==> src/logic/uart_pkg.sv <==
package uart_pkg;

  // Bit timing
  localparam int BIT_CNT_W = 16; // Wide enough for any divisor in use
  localparam int DATA_BITS = 8;

  // Serial line idles high, stop bit is the idle level
  localparam logic LINE_IDLE = 1'b1;

  typedef logic [DATA_BITS-1:0] byte_t;
  typedef logic [BIT_CNT_W-1:0] bit_cnt_t;

endpackage

==> src/logic/bridge_pkg.sv <==
package bridge_pkg;

  localparam int MAX_FRAME_BYTES = 8;

  typedef logic [MAX_FRAME_BYTES*8-1:0] frame_t; // Byte 0 in the low bits
  typedef logic [3:0] len_t;                     // 0 to MAX_FRAME_BYTES

  // Frame terminators
  localparam logic [7:0] HOST_TERM_HI = 8'hBE;
  localparam logic [7:0] HOST_TERM_LO = 8'hEF;
  localparam logic [7:0] BLE_TERM     = 8'h0D; // Carriage return

  // "AT+RX\r", first byte in the low bits
  localparam logic [47:0] POLL_CMD = 48'h0D_58_52_2B_54_41;
  localparam int          POLL_LEN = 6;

  // Reply status byte
  localparam logic [7:0] RSP_OK       = 8'h00;
  localparam logic [7:0] RSP_OVERFLOW = 8'hFE;
  localparam logic [7:0] RSP_TIMEOUT  = 8'hFF;

  typedef enum logic [3:0] {
    IDLE,
    FWD_SEND,
    FWD_TERM,
    POLL_SEND,
    WAIT_RSP,
    RPL_STATUS,
    RPL_DATA,
    RPL_TERM_HI,
    RPL_TERM_LO,
    CLEAR
  } seq_state_t;

endpackage

==> src/logic/uart_rx.sv <==
`timescale 1ns/100ps

module uart_rx import uart_pkg::*; #(
  parameter int CLKS_PER_BIT = 5208
) (
  input  logic  clk,
  input  logic  reset,
  input  logic  i_rx,
  output byte_t o_data,
  output logic  o_valid
);

  localparam bit_cnt_t HALF_BIT = bit_cnt_t'(CLKS_PER_BIT / 2 - 1);
  localparam bit_cnt_t FULL_BIT = bit_cnt_t'(CLKS_PER_BIT - 1);

  typedef enum logic [1:0] {RX_IDLE, RX_START, RX_DATA, RX_STOP} rx_state_t;

  rx_state_t  state_q;
  logic [1:0] sync_q;
  bit_cnt_t   cnt_q;
  logic [2:0] bit_idx_q;
  byte_t      shift_q;
  logic       rx_s;

  assign rx_s = sync_q[1];

  always_ff @(posedge clk or posedge reset) begin
    if (reset) begin
      sync_q    <= {2{LINE_IDLE}};
      state_q   <= RX_IDLE;
      cnt_q     <= '0;
      bit_idx_q <= '0;
      o_valid   <= 1'b0;
    end else begin
      sync_q  <= {sync_q[0], i_rx};
      o_valid <= 1'b0;
      cnt_q   <= cnt_q + bit_cnt_t'(1);
      case (state_q)
        RX_IDLE: begin
          cnt_q <= '0;
          if (rx_s != LINE_IDLE) state_q <= RX_START; // Falling start edge
        end
        RX_START: begin
          if (cnt_q == HALF_BIT) begin
            cnt_q     <= '0;
            bit_idx_q <= '0;
            // Line back high at mid start bit means a glitch
            state_q   <= (rx_s != LINE_IDLE) ? RX_DATA : RX_IDLE;
          end
        end
        RX_DATA: begin
          if (cnt_q == FULL_BIT) begin
            cnt_q     <= '0;
            bit_idx_q <= bit_idx_q + 3'd1;
            if (bit_idx_q == 3'(DATA_BITS - 1)) state_q <= RX_STOP;
          end
        end
        default: begin
          if (cnt_q == FULL_BIT) begin
            o_valid <= (rx_s == LINE_IDLE); // Bad stop bit gives no strobe
            state_q <= RX_IDLE;
          end
        end
      endcase
    end
  end

  // Data bits arrive LSB first
  always_ff @(posedge clk) begin
    if (state_q == RX_DATA && cnt_q == FULL_BIT) shift_q <= {rx_s, shift_q[DATA_BITS-1:1]};
    if (state_q == RX_STOP && cnt_q == FULL_BIT) o_data <= shift_q;
  end

endmodule

==> src/logic/uart_tx.sv <==
`timescale 1ns/100ps

module uart_tx import uart_pkg::*; #(
  parameter int CLKS_PER_BIT = 5208
) (
  input  logic  clk,
  input  logic  reset,
  input  logic  i_start,
  input  byte_t i_data,
  output logic  o_tx,
  output logic  o_busy
);

  localparam bit_cnt_t FULL_BIT = bit_cnt_t'(CLKS_PER_BIT - 1);

  typedef enum logic [1:0] {TX_IDLE, TX_START, TX_DATA, TX_STOP} tx_state_t;

  tx_state_t  state_q;
  bit_cnt_t   cnt_q;
  logic [2:0] bit_idx_q;
  byte_t      shift_q;
  logic       tx_q;
  logic       bit_end;

  assign bit_end = (cnt_q == FULL_BIT);
  assign o_busy  = (state_q != TX_IDLE); // Start, 8 data and stop bits
  assign o_tx    = tx_q;

  always_ff @(posedge clk or posedge reset) begin
    if (reset) begin
      state_q   <= TX_IDLE;
      cnt_q     <= '0;
      bit_idx_q <= '0;
      tx_q      <= LINE_IDLE;
    end else if (state_q == TX_IDLE) begin
      cnt_q     <= '0;
      bit_idx_q <= '0;
      if (i_start) begin
        state_q <= TX_START;
        tx_q    <= ~LINE_IDLE;
      end
    end else if (bit_end) begin
      cnt_q <= '0;
      case (state_q)
        TX_START: begin
          state_q <= TX_DATA;
          tx_q    <= shift_q[0];
        end
        TX_DATA: begin
          bit_idx_q <= bit_idx_q + 3'd1;
          if (bit_idx_q == 3'(DATA_BITS - 1)) begin
            state_q <= TX_STOP;
            tx_q    <= LINE_IDLE;
          end else begin
            tx_q <= shift_q[0];
          end
        end
        default: state_q <= TX_IDLE; // End of stop bit
      endcase
    end else begin
      cnt_q <= cnt_q + bit_cnt_t'(1);
    end
  end

  always_ff @(posedge clk) begin
    if (state_q == TX_IDLE && i_start) shift_q <= i_data;
    else if (bit_end && state_q != TX_STOP) shift_q <= shift_q >> 1; // LSB first
  end

  a_no_start_while_busy: assert property (
    @(posedge clk) disable iff (reset) i_start |-> !o_busy
  );

endmodule

==> src/logic/frame_accumulator.sv <==
`timescale 1ns/100ps

module frame_accumulator import uart_pkg::*; import bridge_pkg::*; #(
  parameter bit TWO_BYTE_TERM = 1'b0
) (
  input  logic   clk,
  input  logic   reset,
  input  byte_t  i_data,
  input  logic   i_valid,
  input  logic   i_clear,
  output frame_t o_data,
  output len_t   o_len,
  output logic   o_done,
  output logic   o_overflow
);

  frame_t     data_d;
  len_t       len_d;
  logic       ovf_d;
  logic       pend_q, pend_d; // 0xBE held back in two-byte mode
  logic       fin_q;          // Frame finished, next byte starts a new one
  logic       done_d;
  logic [1:0] st_en;
  byte_t      st_byte [2];

  always_comb begin
    st_en      = '0;
    st_byte[0] = HOST_TERM_HI;
    st_byte[1] = i_data;
    pend_d     = pend_q;
    done_d     = 1'b0;
    if (TWO_BYTE_TERM) begin
      if (pend_q && i_data == HOST_TERM_LO) begin
        pend_d = 1'b0;
        done_d = 1'b1;
      end else begin
        st_en[0] = pend_q;                  // Held 0xBE was payload after all
        pend_d   = (i_data == HOST_TERM_HI);
        st_en[1] = !pend_d;
      end
    end else begin
      done_d   = (i_data == BLE_TERM);
      st_en[1] = !done_d;
    end

    data_d = o_data;
    len_d  = fin_q ? len_t'(0) : o_len;
    ovf_d  = o_overflow && !fin_q;
    for (int k = 0; k < 2; k++) begin
      if (st_en[k]) begin
        if (len_d == len_t'(MAX_FRAME_BYTES)) begin
          ovf_d = 1'b1; // Byte dropped, length stays at max
        end else begin
          data_d[len_d*8 +: 8] = st_byte[k];
          len_d                = len_d + len_t'(1);
        end
      end
    end
  end

  always_ff @(posedge clk or posedge reset) begin
    if (reset) begin
      o_len      <= '0;
      o_overflow <= 1'b0;
      o_done     <= 1'b0;
      pend_q     <= 1'b0;
      fin_q      <= 1'b0;
    end else if (i_clear) begin
      o_len      <= '0;
      o_overflow <= 1'b0;
      o_done     <= 1'b0;
      pend_q     <= 1'b0;
      fin_q      <= 1'b0;
    end else begin
      o_done <= i_valid && done_d;
      if (i_valid) begin
        o_len      <= len_d;
        o_overflow <= ovf_d;
        pend_q     <= pend_d;
        fin_q      <= done_d;
      end
    end
  end

  always_ff @(posedge clk) begin
    if (i_valid && !i_clear) o_data <= data_d;
  end

  a_len_in_range: assert property (
    @(posedge clk) disable iff (reset) o_len <= len_t'(MAX_FRAME_BYTES)
  );

endmodule

==> src/logic/bridge_sequencer.sv <==
`timescale 1ns/100ps

module bridge_sequencer import uart_pkg::*; import bridge_pkg::*; #(
  parameter int TIMEOUT_CYCLES = 4000000
) (
  input  logic   clk,
  input  logic   reset,
  input  frame_t i_host_data,
  input  len_t   i_host_len,
  input  logic   i_host_done,
  input  logic   i_host_overflow,
  output logic   o_host_clear,
  input  frame_t i_ble_data,
  input  len_t   i_ble_len,
  input  logic   i_ble_done,
  input  logic   i_ble_overflow,
  output logic   o_ble_clear,
  output logic   o_ble_start,
  output byte_t  o_ble_byte,
  input  logic   i_ble_busy,
  output logic   o_host_start,
  output byte_t  o_host_byte,
  input  logic   i_host_busy
);

  localparam int TIMER_W = $clog2(TIMEOUT_CYCLES);

  seq_state_t         state_q, state_d;
  len_t               idx_q;
  logic [TIMER_W-1:0] timer_q;
  logic               timeout;
  frame_t             host_frame_q, rsp_data_q;
  len_t               host_len_q, rsp_len_q;
  byte_t              status_q;
  logic               ble_clr_q;
  logic               ble_ready, host_ready;
  logic               ble_fire, host_fire;
  byte_t              ble_byte_d, host_byte_d;

  // A start pulse is in flight until busy rises
  assign ble_ready  = !i_ble_busy && !o_ble_start;
  assign host_ready = !i_host_busy && !o_host_start;
  assign timeout    = (timer_q == TIMER_W'(TIMEOUT_CYCLES - 1));

  assign o_host_clear = (state_q == CLEAR);
  assign o_ble_clear  = (state_q == CLEAR) || ble_clr_q;

  always_comb begin
    state_d     = state_q;
    ble_fire    = 1'b0;
    host_fire   = 1'b0;
    ble_byte_d  = BLE_TERM;
    host_byte_d = status_q;
    case (state_q)
      CLEAR: state_d = IDLE;
      IDLE: begin
        if (i_host_done) state_d = i_host_overflow ? CLEAR : FWD_SEND;
      end
      FWD_SEND: begin
        if (idx_q == host_len_q) begin
          state_d = FWD_TERM;
        end else begin
          ble_fire   = ble_ready;
          ble_byte_d = host_frame_q[idx_q*8 +: 8];
        end
      end
      FWD_TERM: begin
        ble_fire = ble_ready;
        if (ble_ready) state_d = POLL_SEND;
      end
      POLL_SEND: begin
        if (idx_q == len_t'(POLL_LEN)) begin
          state_d = WAIT_RSP;
        end else begin
          ble_fire   = ble_ready;
          ble_byte_d = POLL_CMD[idx_q*8 +: 8];
        end
      end
      WAIT_RSP: begin
        if (i_ble_done || timeout) state_d = RPL_STATUS;
      end
      RPL_STATUS: begin
        host_fire = host_ready;
        if (host_ready) state_d = RPL_DATA;
      end
      RPL_DATA: begin
        if (idx_q == rsp_len_q) begin
          state_d = RPL_TERM_HI;
        end else begin
          host_fire   = host_ready;
          host_byte_d = rsp_data_q[idx_q*8 +: 8];
        end
      end
      RPL_TERM_HI: begin
        host_fire   = host_ready;
        host_byte_d = HOST_TERM_HI;
        if (host_ready) state_d = RPL_TERM_LO;
      end
      RPL_TERM_LO: begin
        host_fire   = host_ready;
        host_byte_d = HOST_TERM_LO;
        if (host_ready) state_d = CLEAR;
      end
      default: state_d = CLEAR;
    endcase
  end

  always_ff @(posedge clk or posedge reset) begin
    if (reset) begin
      state_q      <= CLEAR; // Empties both accumulators first
      idx_q        <= '0;
      timer_q      <= '0;
      host_len_q   <= '0;
      rsp_len_q    <= '0;
      status_q     <= RSP_OK;
      ble_clr_q    <= 1'b0;
      o_ble_start  <= 1'b0;
      o_host_start <= 1'b0;
    end else begin
      state_q      <= state_d;
      o_ble_start  <= ble_fire;
      o_host_start <= host_fire;
      ble_clr_q    <= (state_q == IDLE) && i_host_done && !i_host_overflow;
      if (state_d != state_q) idx_q <= '0; // Each send state counts from zero
      else if (ble_fire || host_fire) idx_q <= idx_q + len_t'(1);
      timer_q <= (state_q == WAIT_RSP) ? timer_q + TIMER_W'(1) : '0;
      if (state_q == IDLE && i_host_done) host_len_q <= i_host_len;
      if (state_q == WAIT_RSP) begin
        if (i_ble_done) begin
          rsp_len_q <= i_ble_len;
          status_q  <= i_ble_overflow ? RSP_OVERFLOW : RSP_OK;
        end else if (timeout) begin
          rsp_len_q <= '0;
          status_q  <= RSP_TIMEOUT;
        end
      end
    end
  end

  always_ff @(posedge clk) begin
    if (state_q == IDLE && i_host_done) host_frame_q <= i_host_data;
    if (state_q == WAIT_RSP && i_ble_done) rsp_data_q <= i_ble_data;
    if (ble_fire) o_ble_byte <= ble_byte_d;
    if (host_fire) o_host_byte <= host_byte_d;
  end

  a_ble_start_idle: assert property (
    @(posedge clk) disable iff (reset) o_ble_start |-> !i_ble_busy
  );
  a_host_start_idle: assert property (
    @(posedge clk) disable iff (reset) o_host_start |-> !i_host_busy
  );

endmodule

==> src/logic/ble_bridge_top.sv <==
`timescale 1ns/100ps

module ble_bridge_top import uart_pkg::*; import bridge_pkg::*; #(
  parameter int CLKS_PER_BIT   = 5208,   // 9600 baud at 50 MHz
  parameter int TIMEOUT_CYCLES = 4000000
) (
  input  logic clk,
  input  logic reset,
  input  logic i_host_rx,
  output logic o_host_tx,
  input  logic i_ble_rx,
  output logic o_ble_tx
);

  byte_t  host_rx_byte, ble_rx_byte;
  logic   host_rx_valid, ble_rx_valid;
  frame_t host_frame, ble_frame;
  len_t   host_len, ble_len;
  logic   host_done, ble_done;
  logic   host_ovf, ble_ovf;
  logic   host_clear, ble_clear;
  logic   host_start, ble_start;
  logic   host_busy, ble_busy;
  byte_t  host_byte, ble_byte;

  // Host side
  uart_rx #(.CLKS_PER_BIT(CLKS_PER_BIT)) u_host_rx (
    .clk(clk), .reset(reset), .i_rx(i_host_rx),
    .o_data(host_rx_byte), .o_valid(host_rx_valid)
  );

  frame_accumulator #(.TWO_BYTE_TERM(1'b1)) u_host_acc ( // Ends in 0xBE 0xEF
    .clk(clk), .reset(reset), .i_data(host_rx_byte), .i_valid(host_rx_valid),
    .i_clear(host_clear), .o_data(host_frame), .o_len(host_len),
    .o_done(host_done), .o_overflow(host_ovf)
  );

  uart_tx #(.CLKS_PER_BIT(CLKS_PER_BIT)) u_host_tx (
    .clk(clk), .reset(reset), .i_start(host_start), .i_data(host_byte),
    .o_tx(o_host_tx), .o_busy(host_busy)
  );

  // BLE module side
  uart_rx #(.CLKS_PER_BIT(CLKS_PER_BIT)) u_ble_rx (
    .clk(clk), .reset(reset), .i_rx(i_ble_rx),
    .o_data(ble_rx_byte), .o_valid(ble_rx_valid)
  );

  frame_accumulator #(.TWO_BYTE_TERM(1'b0)) u_ble_acc ( // Ends in carriage return
    .clk(clk), .reset(reset), .i_data(ble_rx_byte), .i_valid(ble_rx_valid),
    .i_clear(ble_clear), .o_data(ble_frame), .o_len(ble_len),
    .o_done(ble_done), .o_overflow(ble_ovf)
  );

  uart_tx #(.CLKS_PER_BIT(CLKS_PER_BIT)) u_ble_tx (
    .clk(clk), .reset(reset), .i_start(ble_start), .i_data(ble_byte),
    .o_tx(o_ble_tx), .o_busy(ble_busy)
  );

  bridge_sequencer #(.TIMEOUT_CYCLES(TIMEOUT_CYCLES)) u_seq (
    .clk(clk), .reset(reset),
    .i_host_data(host_frame), .i_host_len(host_len), .i_host_done(host_done),
    .i_host_overflow(host_ovf), .o_host_clear(host_clear),
    .i_ble_data(ble_frame), .i_ble_len(ble_len), .i_ble_done(ble_done),
    .i_ble_overflow(ble_ovf), .o_ble_clear(ble_clear),
    .o_ble_start(ble_start), .o_ble_byte(ble_byte), .i_ble_busy(ble_busy),
    .o_host_start(host_start), .o_host_byte(host_byte), .i_host_busy(host_busy)
  );

endmodule

==> config.mk <==
export PLATFORM = sky130hd
export DESIGN_NAME = ble_bridge_top
export DESIGN_NICKNAME = d
export VERILOG_FILES = /design/src/logic/uart_pkg.sv /design/src/logic/bridge_pkg.sv /design/src/logic/uart_rx.sv /design/src/logic/uart_tx.sv /design/src/logic/frame_accumulator.sv /design/src/logic/bridge_sequencer.sv /design/src/logic/ble_bridge_top.sv
export SDC_FILE = /design/constraint.sdc
export NUM_CORES = 1
export LEC_CHECK = 0
export ABC_AREA = 1
export BUFFER_PORTS_ARGS = -buffer_cell sky130_fd_sc_hd__buf_2
export CAP_MARGIN = 20
export CORE_MARGIN = 4
export CORE_UTILIZATION = 55
export DETAILED_ROUTE_END_ITERATION = 6
export PLACE_DENSITY = 0.66
export REMOVE_ABC_BUFFERS = 1
export SLEW_MARGIN = 20
export SYNTH_ARGS = -nofsm -noshare
export SYNTH_HDL_FRONTEND = slang
export SYNTH_SLANG_ARGS = --single-unit
==> constraint.sdc <==
create_clock -name clk -period 10.2 [get_ports clk]
set_input_delay 2.04 -clock clk [delete_from_list [all_inputs] [get_ports clk]]
set_output_delay 2.04 -clock clk [all_outputs]
set_load 0.03 [all_outputs]
* After elaboration in Yosys (flattened, before gate mapping)
Cells that the tools add are included.
W data, S select, Z words.
** Storage, ports and cells
- Register bits after elaboration :: 476
- Output and inout port bits :: 2
- Logic and storage cells :: 333
** Cells by class
- $add $sub $neg :: 16
- Equality and inequality tests :: 54
- Shift operators :: 9
- Mux-type cells :: 133
- Bitwise operators :: 2
- Reductions and logical operators :: 71
** Operators by type and width (count)
- $mux W64 :: 4
- $bwmux W64 :: 3
- $shift A8 B34 Y64 const A :: 3
- $mux W16 :: 8
- $shiftx A64 B8 Y8 :: 2
- $shiftx A8 B34 Y64 :: 2
- $mux W4 :: 26
- $neg A7 Y34 :: 3
- $pmux W16 S3 :: 2
- $mux W8 :: 10
- $add A16 B1 Y16 const B :: 4
- $eq A16 B13 Y1 const B :: 4
- $shiftx A8 B34 Y64 const A :: 1
- $shiftx A48 B8 Y8 const A :: 1
- $mux W2 :: 21
- $pmux W4 S10 :: 1
- $mux W1 :: 35
- $eq A16 B12 Y1 const B :: 2
- $mux W3 :: 10
- $reduce_bool A2 Y1 :: 14
- $pmux W8 S3 :: 1
- $add A22 B1 Y22 const B :: 1
- $eq A22 B22 Y1 const B :: 1
- $mux W22 :: 1
- 33 further kinds :: 125

* Logic depth before layout (Yosys ltp)
- Depth in word-level cells :: 9
- Depth in mapped cells :: 19
- Gate-level depth less buffers :: 19

* Cells and area by module
A second synthesis with hierarchy kept.
** Second synthesis, totals
- Cells, all modules :: 2444
- Area, all modules :: 23079.6 µm²
** By module, submodules not included
- bridge_sequencer :: times used 1, cells an instance 774, area each 8189.1 µm², seq. area each 5402.7 µm²
- frame_accumulator (u_host_acc) :: times used 1, cells an instance 592, area each 4699.5 µm², seq. area each 2122.0 µm²
- uart_rx :: times used 2, cells an instance 209, area each 1920.6 µm², seq. area each 1083.5 µm²
- frame_accumulator (u_ble_acc) :: times used 1, cells an instance 282, area each 3042.9 µm², seq. area each 2097.0 µm²
- uart_tx (u_host_tx) :: times used 1, cells an instance 189, area each 1676.6 µm², seq. area each 792.0 µm²
- uart_tx (u_ble_tx) :: times used 1, cells an instance 189, area each 1630.3 µm², seq. area each 792.0 µm²

* Worst setup path before layout
No wires, ideal clock.
- Kind :: register to register
- Start point :: reg u_seq.state_q[1]
- End point :: reg u_seq.idx_q[3]
- Setup time :: 0.122 ns
- Arrival time :: 4.679 ns
- Data required time :: 10.078 ns
- Slack :: 5.399 ns
- Stages on the path, launching flop included :: 11
- Buffers on the path :: 0
- Period minus slack after synthesis :: 4.801 ns
- Path through :: dfrtp_1 > nor2_1 > inv_1 > nor2_1 > inv_1 > nor2_1 > nor2_1 > nand2_1 > nand2_1 > nand3_1 > nor3_1
** On the way
- Elaborated cells between the ends (all ways) :: 27
- Those cells by class :: eq/ne (10); mux (13); reduce/logical (4)
** RTL lines
- from (decl) :: line bridge_sequencer.sv:28 : seq_state_t state_q, state_d;
- from (signal assigned) :: line bridge_sequencer.sv:120 : state_q <= state_d;
- $eq A4 B4 Y1, or another cell as far along :: line bridge_sequencer.sv:54 : case (state_q)
- $pmux W4 S10 (*) :: line bridge_sequencer.sv:54
- named net u_seq.state_d[0] :: line bridge_sequencer.sv:28
- $ne A4 B4 Y1 (*) :: line bridge_sequencer.sv:124 : if (state_d != state_q) idx_q <= '0;
- $mux W4 or $reduce_bool A2 Y1 (tied branches)
- to (signal assigned) :: line bridge_sequencer.sv:125 : else if (ble_fire || host_fire) idx_q <= idx_q + len_t'(1);
- to (decl) :: line bridge_sequencer.sv:29 : len_t idx_q;
The timed path passes the listed nets; every way through them passes the cells marked *.
A chain may end at the register's enable or synchronous reset.

* Final worst setup path
- Start point :: reg u_host_acc.fin_q
- End point :: reg u_host_acc.o_data[28] (data pin)
** On the way
- Word-level cells in the longest chain between the ends :: 9
- Elaborated cells between the ends (all ways) :: 18
- Those cells by class :: add/sub (3); eq/ne (2); shift (4); mux (9)
** Ends and longest elaborated chain
- from (decl) :: line frame_accumulator.sv:21 : logic fin_q;
- from (signal assigned) :: line frame_accumulator.sv:80 : fin_q <= done_d;
- $mux W4 (*) :: line frame_accumulator.sv:47 : len_d = fin_q ? len_t'(0) : o_len;
- $add A4 B1 Y4, or another cell as far along :: line frame_accumulator.sv:55 : len_d = len_d + len_t'(1);
- $mux W4, or another cell as far along :: line frame_accumulator.sv:51 : if (len_d == len_t'(MAX_FRAME_BYTES)) begin
- $mux W4 or $bwmux W64 (tied branches) :: line frame_accumulator.sv:50, frame_accumulator.sv:54
- $neg A7 Y34 or $mux W64 (tied branches) :: line frame_accumulator.sv:54, frame_accumulator.sv:51
- $shiftx A8 B34 Y64, or another cell as far along :: line frame_accumulator.sv:54 : data_d[len_d*8 +: 8] = st_byte[k];
- $bwmux W64 :: line frame_accumulator.sv:54
- $mux W64 :: line frame_accumulator.sv:51
- $mux W64 (*) :: line frame_accumulator.sv:50 : if (st_en[k]) begin
- named net u_host_acc.data_d[28] :: line frame_accumulator.sv:17 : frame_t data_d;
- to (signal assigned) :: line frame_accumulator.sv:86 : if (i_valid && !i_clear) o_data <= data_d;
- to (decl) :: line frame_accumulator.sv:11 : output frame_t o_data,
Marked as above.

==> results.ini <==
[detailed_routing]
drt_iter0_markers = 1651
drt-total-wl_mm = 48.6
vias = 15652
vias_per_cell = 5.51
detailed_route_drc_error_count = 0
first_pass_iters = 5
routed_wire_length_per_instance_um = 17.1
postRouteAntennaNets = 0

[sta]
grt_setup_unrepaired = false
hold_slack_ns = 0.355
finalHoldViolations = 0
worst_slew_pin_slew_ns = 1.03
report.final.slew_viol_count = 0
clock-skew-final_ns = 0.0100
fin_setup_tns_ns = 0
post-route-period-util_pct = 39.7
final-setup-viol-count = 0
timing.max_slew.rel_slack_pct = 30.6
max_freq_mhz = 247
time_the_worst_path_needs_with_i_o_delays_and_setup_ns = 4.05

[clock_tree]
post-cts-setup-buffer-count = 0
cts_hold_buf = 0
worst_setup_hold_path_clk_slew_ns = 0.06
cts_repair_resize_count = 0
cts_tree = done
cts_buffer_count = 49
cts_root_buffer = clkbuf_16
clock_latency_ns = 0.58
clock_tree.htree_level_count = 2
cts-root-to-sink-buffers = 3
clock-sinks = 470

[synthesis]
synth_seq_area_share_pct = 60.7
yosys_register_bits = 470
synth_warnings = 0
async_flop_share_pct = 31.9
synth_cells = 2258
post_synth_num_cell_types = 57
synth_enable_flop_cells = 320
mean_instance_size_in_the_synthesized_netlist_um2 = 9.76
netlist_area_mm2 = 0.0220
main_flop_type_after_synthesis = edfxtp_1

[setup_path]
worst-setup-path-type = flip-flop to flip-flop
timing.critical_path.cells = nor2_2, inv_2, ha_1, nand3_4, nand3_2, xor2_4, inv_2, ha_1, nand3_2, nand3_1, nor2_4, nand2_2, o21ai_1, inv_1
cp_data_required_time_ns = 10.53
worst_path_max_delay_cell = xor2_4
timing.critical_path.from_type = flip-flop
timing.critical_path.arrival_ns = 4.38
crit_path_max_incr_delay_ns = 0.48
cp_num_buf_inv = 3
cpLargestDelayFamily = simple AND/OR/NAND/NOR gates
endpoint_kind = flip-flop
crit_path_max_fanout = 17

[power_and_ir_drop]
cellPowerDensity_mw_per_mm2 = 159
vdd_drop_max_v = 0.000122
leakagePower_nw = 9.05

[die]
die_area_mm2 = 0.0434
pin_count = 6
die-width_um = 208
die-height_um = 208
design.core.area_mm2 = 0.0396
start_util_pct = 55.6
core.rowCount = 73

[layout]
post-route-util_pct = 61.3
most-common-layout-cells = 411 x nand2_1, 321 x nor2_1, 320 x edfxtp_1
final_cells = 2843
drive_above_1_share_pct = 8.24
layout.cell_area.non_filler_mm2 = 0.0243
area_delta_synth_final_pct = 10.3
layout.filler_cells = 3252
diodes = 0
mostFrequentLayoutCell = nand2_1
layout_nets = 2329

[placed_design]
placed_cell_area_mm2 = 0.0226
numPlacedInstances = 2751
dp_hpwl_mm = 33.8
place.port_buffers = 5
gp_congestion = 0.925

[min_path]
holdCritPathClass = flip-flop to flip-flop

[outcome]
status = complete, no violations

[grt]
global_route_wire_length_before_repair_mm = 78.9
track_usage_pct = 22.3
pin_count_of_the_biggest_net_entering_global_routing = 85
global_route.overflow_total = 0
grt_antenna_before_repair = 0
grt_pass1_vias = 15030

[job]
max_cap_viol_count = 0

worst paths after layout:
path                                    start  slack (ns)  depth (start not counted)               endpoint
setup / recovery             u_host_acc.fin_q        6.15                         14  u_host_acc.o_data[28]
hold / removal             u_ble_rx.sync_q[0]        0.35                          0     u_ble_rx.sync_q[1]
setup reg to reg             u_host_acc.fin_q        6.15                         14  u_host_acc.o_data[28]
hold reg to reg            u_ble_rx.sync_q[0]        0.35                          0     u_ble_rx.sync_q[1]
max in group asynchronous               reset        7.15                          3  u_ble_rx.bit_idx_q[1]
min in group asynchronous               reset        1.60                          2      u_seq.timer_q[18]
metal layers:
layer  vias up  GRT usage, %  share of wire [%]
li1       7646             -                  -
met3        77          3.88                6.8
met2       471          35.6                 46
met1      7458          32.2                 45
met4         0          5.89                2.2
met5         -             0                  0
cell families (layout without fill, tap and decap cells):
family,after synthesis,count (layout),share of synthesized area (%)
and+or+nand+nor,1038,1038,20.8
DFF,470,470,60.7
buffers and inverters,347,407,6.11
AOI/OAI and AO/OA,319,319,8.04
adders and majority gates,48,48,2.72
xor gates and xnor gates,22,22,0.959
muxes,14,14,0.715
power breakdown:
part | total (mW) | switching, mW | internal, mW
logic | 0.0138 | 0.0128 | 0.00102
registers | 2.02 | 0.000475 | 2.02
clock network | 1.83 | 0.737 | 1.09
Yosys cell counts, types with 7 or more instances:
library cell | count | area share (%)
nand2_1 | 411 | 7.0
o211ai_1 | 7 | 0.24
nor3_1 | 59 | 1.3
nor2_4 | 7 | 0.36
inv_2 | 9 | 0.15
nor2_2 | 14 | 0.40
nand3_1 | 108 | 2.5
a21oi_1 | 77 | 1.7
clkbuf_1 | 32 | 0.54
o21ai_1 | 35 | 0.79
inv_1 | 288 | 4.9
dfstp_2 | 8 | 0.95
dfrtp_1 | 142 | 16
xor2_1 | 17 | 0.68
edfxtp_1 | 320 | 44
nor4_1 | 14 | 0.40
o21ai_0 | 134 | 3.0
nor2_1 | 324 | 5.5
nand2_2 | 15 | 0.43
mux2_2 | 14 | 0.72
ha_1 | 48 | 2.7
nand4_1 | 44 | 1.2
or2_2 | 8 | 0.23
nand3b_1 | 20 | 0.68
o22ai_1 | 26 | 0.74
through the flow:
| stage | total power, mW | setup slack, ns |
|---|---|---|
| 3_3_place_gp | 2.07 | 6.33 |
| 2_1_floorplan | 2.07 | 4.14 |
| 3_5_place_dp | 2.07 | 6.22 |
| 4_1_cts | 3.91 | 6.20 |
| 6_report | 3.87 | 6.15 |
| 5_1_grt | 3.99 | 5.85 |
area by class of cell:
| class | count | area (um2) | share of cell area [%] |
|---|---|---|---|
| Clock buffer | 68 | 1440 | 5.94 |
| Clock inverter | 24 | 241 | 0.993 |
| Inverter | 300 | 1130 | 4.65 |
| Multi-Input combinational cell | 1441 | 7370 | 30.3 |
| Sequential cell | 470 | 13400 | 55.0 |
| Tap cell | 525 | 657 | 2.70 |
| Timing Repair Buffer | 15 | 97.6 | 0.401 |
registers in the layout, summed over array words and instances, names as in the netlist, 8 cells and up:
name / flops
u_seq.o_ble_byte: 8
u_seq.host_frame_q: 64
u_host_tx.cnt_q: 16
u_host_rx.o_data: 8
u_host_rx.shift_q: 8
u_seq.timer_q: 22
u_ble_rx.cnt_q: 16
u_host_tx.shift_q: 8
u_seq.o_host_byte: 8
u_ble_rx.o_data: 8
u_ble_tx.cnt_q: 16
u_seq.rsp_data_q: 64
u_host_rx.cnt_q: 16
u_ble_rx.shift_q: 8
u_host_acc.o_data: 64
u_ble_tx.shift_q: 8
u_ble_acc.o_data: 64
Power figures use the tool's default switching activity.
